--- src/squash_settings.svh ---
/*
 * Sizing macros for the squash arbiter
 * Requester count, sequence number width, redirect target width
 */

`ifndef SQUASH_SETTINGS_SVH
`define SQUASH_SETTINGS_SVH

// --------------------
// Requesters
// --------------------

// Number of pipeline units that may raise a squash (1 to 16)
`define SQ_NUM_REQ 4

// --------------------
// Field widths
// --------------------

// Sequence number width, ages wrap at 2**SQ_SEQ_BITS
`define SQ_SEQ_BITS 5

// Redirect target, a full address
`define SQ_TARGET_BITS 32

`endif
--- src/squash_pkg.sv ---
/*
 * Shared types for the squash arbiter
 * Sequence number, relative age, squash request, commit message
 */

`include "squash_settings.svh"

package squash_pkg;

  // --------------------
  // Scalar types
  // --------------------

  // Instruction sequence number, wraps around
  typedef logic [`SQ_SEQ_BITS-1:0] seq_t;

  // Distance past the committed point, smaller is older
  typedef logic [`SQ_SEQ_BITS-1:0] age_t;

  // --------------------
  // Squash request
  // --------------------

  // Same layout for a requester's entry and the grant
  typedef struct packed {
    logic                       valid;
    seq_t                       seq_num;
    logic [`SQ_TARGET_BITS-1:0] target;
  } squash_req_t;

  // --------------------
  // Commit notification
  // --------------------

  // Sent by the commit stage once per retired instruction
  typedef struct packed {
    logic        valid;
    logic [31:0] pc;
    seq_t        seq_num;
    // Register writeback of the retired instruction
    logic [4:0]  waddr;
    logic [31:0] wdata;
    logic        wen;
  } commit_msg_t;

endpackage

--- src/squash_unit.sv ---
/*
 * Squash arbiter top level
 * Age decode and oldest-select, one cycle from request to grant
 */

`timescale 1ns/10ps

`include "squash_settings.svh"

module squash_unit import squash_pkg::*; (
  input  logic        clk,
  input  logic        rst_n,
  // Retire stream, moves the committed point
  input  commit_msg_t commit,
  // Squash requests from the pipeline units
  input  squash_req_t req [`SQ_NUM_REQ],
  // Oldest request, registered
  output squash_req_t gnt
);

  // --------------------
  // Internal wires
  // --------------------

  // Per-request age, seq_age to squash_select
  age_t age [`SQ_NUM_REQ];

  // --------------------
  // Age decode
  // --------------------

  // Holds the committed point, sees every request
  seq_age u_seq_age (
    .clk    (clk),
    .rst_n  (rst_n),
    .commit (commit),
    .req    (req),
    .age    (age)
  );

  // --------------------
  // Oldest select
  // --------------------

  // Same request array, plus the decoded ages
  squash_select #(
    .num_req (`SQ_NUM_REQ)
  ) u_squash_select (
    .clk   (clk),
    .rst_n (rst_n),
    .req   (req),
    .age   (age),
    .gnt   (gnt)
  );

endmodule

--- src/squash_select.sv ---
/*
 * Oldest-request select and grant register
 * Linear compare chain on ages, lowest index wins ties
 */

`timescale 1ns/10ps

`include "squash_settings.svh"

module squash_select import squash_pkg::*; #(
  parameter int num_req = `SQ_NUM_REQ
) (
  input  logic        clk,
  input  logic        rst_n,
  // Squash requests, one per unit
  input  squash_req_t req [num_req],
  // Decoded ages, same indexing as req
  input  age_t        age [num_req],
  // Registered winner, one cycle after the requests
  output squash_req_t gnt
);

  localparam int req_bits = $bits(squash_req_t);

  // --------------------
  // Compare chain
  // --------------------

  // One-hot position of the current oldest
  logic [num_req-1:0] win_sel;
  // Age of the current oldest
  age_t               best_age;
  // At least one request this cycle
  logic               any_valid;

  // Walk from index 0 upward
  // Only a strictly smaller age takes over, so a tie keeps the lower index
  always_comb begin
    win_sel   = '0;
    best_age  = '1;
    any_valid = 1'b0;
    for (int i = 0; i < num_req; i++) begin
      if (req[i].valid) begin
        if (!any_valid || (age[i] < best_age)) begin
          // New oldest, drop the previous pick
          win_sel    = '0;
          win_sel[i] = 1'b1;
          best_age   = age[i];
        end
        any_valid = 1'b1;
      end
    end
  end

  // Raw request strobes, taken straight from the ports
  logic [num_req-1:0] req_valid;

  for (genvar i = 0; i < num_req; i++) begin : g_valid
    assign req_valid[i] = req[i].valid;
  end

  // --------------------
  // Winner mux
  // --------------------

  // AND-OR mux on the one-hot select
  logic [req_bits-1:0] winner_bits;
  squash_req_t         winner;

  always_comb begin
    winner_bits = '0;
    for (int i = 0; i < num_req; i++) begin
      winner_bits = winner_bits | (req[i] & {req_bits{win_sel[i]}});
    end
  end

  // All zero when nothing is requested
  assign winner = squash_req_t'(winner_bits);

  // --------------------
  // Grant register
  // --------------------

  // Grant strobe
  logic                       gnt_valid_q;
  // Grant payload
  seq_t                       gnt_seq_q;
  logic [`SQ_TARGET_BITS-1:0] gnt_target_q;

  // High exactly when some request was valid last cycle
  always_ff @(posedge clk) begin
    if (!rst_n) begin
      gnt_valid_q <= 1'b0;
    end else begin
      gnt_valid_q <= any_valid;
    end
  end

  // Payload follows the winner every cycle
  always_ff @(posedge clk) begin
    gnt_seq_q    <= winner.seq_num;
    gnt_target_q <= winner.target;
  end

  // Repack into the request layout
  assign gnt.valid   = gnt_valid_q;
  assign gnt.seq_num = gnt_seq_q;
  assign gnt.target  = gnt_target_q;

  // --------------------
  // Checks
  // --------------------

  // A grant only follows a cycle with a live request
  a_gnt_has_source : assert property (
    @(posedge clk) disable iff (!rst_n)
    gnt.valid |-> $past(|req_valid)
  ) else $error("squash_select: grant without a request the cycle before");

  // Chain never picks two winners at once
  a_win_sel_onehot : assert property (
    @(posedge clk) disable iff (!rst_n)
    $onehot0(win_sel)
  ) else $error("squash_select: winner select is not one-hot");

endmodule

--- src/seq_age.sv ---
/*
 * Committed point tracking and relative age decode
 * One age per squash request, wrapping sequence arithmetic
 */

`timescale 1ns/10ps

`include "squash_settings.svh"

module seq_age import squash_pkg::*; (
  input  logic        clk,
  input  logic        rst_n,
  // Retire stream from the commit stage
  input  commit_msg_t commit,
  // One entry per requesting unit
  input  squash_req_t req [`SQ_NUM_REQ],
  // Age of each entry relative to the committed point
  output age_t        age [`SQ_NUM_REQ]
);

  // --------------------
  // Committed point
  // --------------------

  // Last retired sequence number
  seq_t commit_pt;

  // All ones out of reset, so seq 0 decodes to age 0
  // New value takes effect the cycle after the commit strobe
  always_ff @(posedge clk) begin
    if (!rst_n) begin
      commit_pt <= '1;
    end else if (commit.valid) begin
      commit_pt <= commit.seq_num;
    end
  end

  // --------------------
  // Age decode
  // --------------------

  // Oldest in-flight instruction is commit_pt + 1
  // age = seq - commit_pt - 1, modulo the sequence range
  // Pure combinational, no dependence on this cycle's commit
  for (genvar i = 0; i < `SQ_NUM_REQ; i++) begin : g_age
    assign age[i] = age_t'(req[i].seq_num - commit_pt - seq_t'(1));
  end

  // --------------------
  // Checks
  // --------------------

  // Committed point stays known once out of reset,
  // an X here would poison every age and the grant after it
  a_commit_pt_known : assert property (
    @(posedge clk) disable iff (!rst_n)
    !$isunknown(commit_pt)
  ) else $error("seq_age: committed point is unknown");

endmodule

--- config.mk ---
export PLATFORM = sky130hd
export DESIGN_NAME = squash_unit
export DESIGN_NICKNAME = d
export VERILOG_FILES = /design/src/squash_pkg.sv /design/src/squash_unit.sv /design/src/squash_select.sv /design/src/seq_age.sv
export VERILOG_INCLUDE_DIRS = /design/src
export SDC_FILE = /design/constraint.sdc
export NUM_CORES = 1
export LEC_CHECK = 0
export BUFFER_PORTS_ARGS = -buffer_cell sky130_fd_sc_hd__buf_2
export CORE_AREA = 2 2 103 105
export CTS_BUF_LIST = sky130_fd_sc_hd__clkbuf_4 sky130_fd_sc_hd__clkbuf_8
export DETAILED_ROUTE_END_ITERATION = 8
export DIE_AREA = 0 0 105 107
export MAX_ROUTING_LAYER = met4
export PLACE_DENSITY = 0.77
export SLEW_MARGIN = 25
export SYNTH_ARGS = -nofsm -noshare
export SYNTH_HDL_FRONTEND = slang
export SYNTH_SLANG_ARGS = --single-unit
--- constraint.sdc ---
create_clock -name clk -period 8.7 [get_ports clk]
set_input_delay 1.305 -clock clk [delete_from_list [all_inputs] [get_ports clk]]
set_output_delay 1.305 -clock clk [all_outputs]
set_load 0.03 [all_outputs]
# ---- Word level (Yosys, flattened, before mapping)
# Index checks and enable logic that the tools add are counted.
# Widths: inputs -> output; s select.
dict set report totals {
  reg_bits 43
  latch_bits 0
  ram_bits 0
  mem_bits_ro 0
  inputBits 230
  out_inout_bits 38
  wordCells 44
  mem_count 0
}
dict set report classes {
  n_addsub 8
  n_mul 0
  div_mod_pow 0
  order_cmp 3
  n_eq_ne 0
  n_shift 0
  n_mux 16
  n_bitwise 7
  n_reduce_logical 6
}
# operator count
set op_table {}
lappend op_table {{$and 37x37->37} 4}
lappend op_table {{$or 37x37->37} 3}
lappend op_table {{$mux 5} 5}
lappend op_table {{$mux 4} 6}
lappend op_table {{$sub 5x1->5 const B} 4}
lappend op_table {{$sub 5x5->5} 4}
lappend op_table {{$lt 5x5->1} 3}
lappend op_table {{$mux 1} 5}
lappend op_table {{$logic_not 1->1} 3}
lappend op_table {{$logic_or 1x1->1} 3}

# ---- Depth between registers and ports, before layout
dict set report logic_depth {
  ltp_word 19
  ltp_mapped 33
  ltp_nobuf 29
}

# ---- Hierarchy
# Synthesis repeated with hierarchy kept, for this count alone.
dict set report unflattened {
  hier_cells 318
  hier_area_um2 3274.4
}
# mod n_inst cells_per_inst area_per_inst_um2 seq_area_each_um2
set modules_own_cells {}
lappend modules_own_cells {squash_select 1 245 2552.4 760.7}
lappend modules_own_cells {seq_age 1 73 721.9 100.1}

# ---- Worst setup path after synthesis
# No wires, ideal clock.
dict set report synth_timing {
  kind {input-to-reg}
  from {in req[146] in the netlist's numbering}
  to {reg u_squash_select.gnt_seq_q[0]}
  setup_ns 0.121
  t_arrival_ns 7.213
  required_ns 8.579
  setup_slack_ns 1.366
  stages 31
  path_buffers 5
  cell_sequence {ha_1 > fa_1 > nor2b_1 > ha_1 > o21a_1 > o21a_1 > o22ai_2 > a311oi_1 > or2_1 > buf_4 > buf_2 > o211ai_1 > o21ai_0 > ha_1 > a21o_1 > a21oi_1 > o21ai_0 > or2_2 > o32a_1 > buf_6 > buf_6 > mux2_1 > ha_1 > a21o_1 > a21o_1 > a21oi_1 > o21ai_0 > a21oi_1 > nand2_2 > buf_4 > mux2_2}
}
# element line_no
set synth_lines {}
lappend synth_lines {{start, declared} squash_unit.sv:16} ;# input squash_req_t req [`SQ_NUM_REQ],
lappend synth_lines {{end signal, assigned} squash_select.sv:101} ;# gnt_seq_q <= winner.seq_num;
lappend synth_lines {{end, declared} squash_select.sv:87} ;# seq_t gnt_seq_q;

==> reports/qor.yml <==
floorplanning:
  core_mm2: 0.0101
  num_io_pins: 268
  initial_utilization_pct: 42.0
  dieArea_mm2: 0.0112
  placementRows: 37
  die_w_um: 105
  die_h_um: 107
clock_network:
  htreeDepth: 2
  insertion_delay_ns: 0.31
  cts_tree: "yes"
  clock-root-buffer: "clkbuf_8"
  cts-buffers-inserted: 5
  cts.sinks: 43
  clock_path_buffers: 2
  path_clk_slew_ns: 0.09
synth:
  synth_seq_cells: 43
  synth_fp_nets: 775
  synthTopCellsByArea: "dfxtp_1 (20%), or3_1 (11%), mux2_2 (10%), ha_1 (7.7%), o211ai_1 (7.6%)"
  ys_async_sr_fraction_pct: 0
  synth_top_area_share_pct: 20.3
  avgSynthCellArea_um2: 8.22
  yosysSeqAreaShare_pct: 20.3
  synthCells: 515
  synth_area_mm2: 0.00424
  ys.flop_type: "dfxtp_1"
  synth-edff-count: 0
  yosys.area.top_type: "dfxtp_1"
  synth.most_common_cell: "or3_1"
  synth_cell_type_count: 49
  synth_commonest_cells: "or3_1 (76), dfxtp_1 (43), o211ai_1 (43)"
  yosys_warnings: 0
global_routing:
  grt_pass1_wl_um: 22600
  grt_util_met3_pct: 3.83
  met2_usage_pct: 43.0
  grt_max_degree: 77
  grt_pass1_vias: 4704
  antenna_found_initial: 1
  grt_usage_pct: 25.5
  grtUsageMet1_pct: 31.3
  grt.busiest_layer: "met2"
  grt_overflow: 0
power:
  intPower_uw: 599
  power.density_mw_per_mm2: 216
  swShare_pct: 47.7
  vdd_drop_max_v: 0.000105
  seqPwrFrac_pct: 25.3
  clkPwrFrac_pct: 11.9
  combPwrFrac_pct: 62.9
  switching_power_uw: 548
  power_mw: 1.15
  leakage_nw: 2.37
run:
  drv_cap: 0
timing:
  timing.final.crit_share_pct: 92.1
  maxSlewHeadroom_pct: 46.4
  setup_viol: 0
  rsz0062_at_grt: "no"
  finalClockSkew_ns: 0.00478
  setup_tns_ns: 0
  tightest_slew_ns: 0.804
  final_hold_viol_count: 0
  slew_viol_final: 0
  final.min_clock_period_ns: 8.02
  max_freq_mhz: 125
  finalWorstSetupSlack_ns: 0.683
place:
  io_buffers: 197
  place_inst: 800
  gp_congestion: 0.896
  post-place-ws_ns: 0.254
  hpwl_um: 10300
detailed_routing:
  vias: 4830
  via_per_inst: 5.97
  route.detailed.drc: 0
  dr.pass1.iters: 6
  dr.first_iter.drc_count: 410
  ant_nets: 0
  route.final.wire_length_um: 14400
  wl_per_cell_um: 17.8
worst_setup_path:
  max_stage_delay_ns: 0.61
  critical_path_class: "primary input to register"
  worstPathRequired_ns: 8.90
  startpoint: "req[108]"
  r2r_setup_slack_ns: 1.26
  cp.arrival_ns: 8.22
  start_kind: "primary input"
  r2r_start: "u_seq_age.commit_pt[0]"
  critPathMaxFanout: 37
  r2r-end: "u_squash_select.gnt_target_q[16]"
  crit_top_cell: "a21o_1"
  slowest_stage: "o32a_2"
  crit_buf_inv: 2
  end_kind: "register"
  critPathTopFamily: "compound AO/OA/AOI/OAI gates"
  worst-r2r-cell-count: 28
run_status:
  status: "completed"
finish:
  num-fill-cells: 1001
  area_growth_syn_to_layout_pct: 25.2
  fin_nets: 931
  fin_cells: 809
  drive_above_1_share_pct: 39.6
  fin_util_pct: 52.5
worst_hold_path:
  whs_path_depth: 2
  hold_class: "register to register"
  hold_end: "u_seq_age.commit_pt[3]"
  hp-start: "u_seq_age.commit_pt[3]"
-- metrics by stage --
stage / instance area (um^2) / hold slack (ns)
finish: 5300 / 0.638
global route: 5300 / 0.665
CTS: 5290 / 0.626
detailed placement: 5200 / 0.604
global placement: 5200 / 0.601
floorplan: 4240 / 0.525
-- routing by layer --
| metal | vias to the layer above | share of wire [%] | wire [um] |
|---|---|---|---|
| li1 | 2281 | - | - |
| met1 | 2267 | 41 | 5940 |
| met2 | 253 | 48 | 6950 |
| met3 | 29 | 8.4 | 1210 |
| met4 | 0 | 1.9 | 270 |
| met5 | - | 0 | 0 |
-- cell families after synthesis --
family	after synthesis	synth area share, %
AO/OA/AOI/OAI	163	27.7
AND/OR/NAND/NOR	145	19.6
flip-flops	43	20.3
XOR/XNOR	14	3.07
multiplexers	42	11.1
buffers and inverters	78	8.63
adder cells (fa/ha/maj)	30	9.57
-- cell usage in the layout (no fill, tap or decap), types with 2 or more instances in the layout --
cell type / count
buf_4: 9
a22oi_1: 2
o21a_1: 3
o21ai_0: 5
a21oi_1: 9
ha_1: 26
mux2_2: 38
dfxtp_1: 43
nor3_1: 3
nor2b_1: 4
xnor2_1: 9
o21ai_1: 2
o31ai_1: 37
a31oi_1: 38
fa_1: 4
clkinvlp_4: 2
xor2_1: 4
o21ai_4: 2
nor2_1: 2
nand4_1: 2
a21o_1: 11
nand2_1: 12
buf_2: 197
or3_1: 76
o211ai_1: 43
nand3_1: 38
inv_1: 21
clkbuf_8: 5
mux2_1: 3
-- tightest hold or removal path: cells and delay by family (launching register included) --
| family | cells | cell delay, ns |
|---|---|---|
| buf+inv | 1 | 0.17 |
| flops | 1 | 0.31 |
| compound gates | 1 | 0.11 |
-- power by group through the flow --
| stage | Combinational, mW | Clock, mW | Sequential (mW) |
|---|---|---|---|
| 6_report | 0.721 | 0.136 | 0.290 |
| 5_1_grt | 0.778 | 0.146 | 0.297 |
| 4_1_cts | 0.719 | 0.142 | 0.291 |
| 3_5_place_dp | 0.715 | 0 | 0.295 |
| 3_3_place_gp | 0.696 | 0 | 0.292 |
| 2_1_floorplan | 0.379 | 0 | 0.448 |
-- sequential cells by signal (all words and copies together) (netlist names) --
register,flops
u_squash_select.gnt_seq_q,5
u_squash_select.gnt_valid_q,1
u_squash_select.gnt_target_q,32
u_seq_age.commit_pt,5
-- worst max path at each step --
stage / to / depth (start not counted)
CTS: u_squash_select.gnt_target_q[27] / 28
global placement: u_squash_select.gnt_target_q[27] / 28
detailed placement: u_squash_select.gnt_target_q[27] / 28
floorplan: u_squash_select.gnt_seq_q[0] / 31
finish: u_squash_select.gnt_target_q[16] / 28
global route: u_squash_select.gnt_target_q[18] / 28
-- final cells by class --
type	count	area (um^2)	area share, %
repair buffers	206	1050	19.9
flip-flops and latches	43	861	16.2
well taps	136	170	3.21
multi-input cells	394	3050	57.5
inverters	21	78.8	1.49
clock buffers	5	68.8	1.30
diodes	1	2.50	0.0472
clock inverters	3	20.0	0.378
-- timing repair --
item                       4_1_cts  5_1_grt
gates resized for setup          0        1
buffers inserted                 0        0
setup endpoints to repair        0       37
hold buffers                     0        0
(Power assumes the default switching activity.)
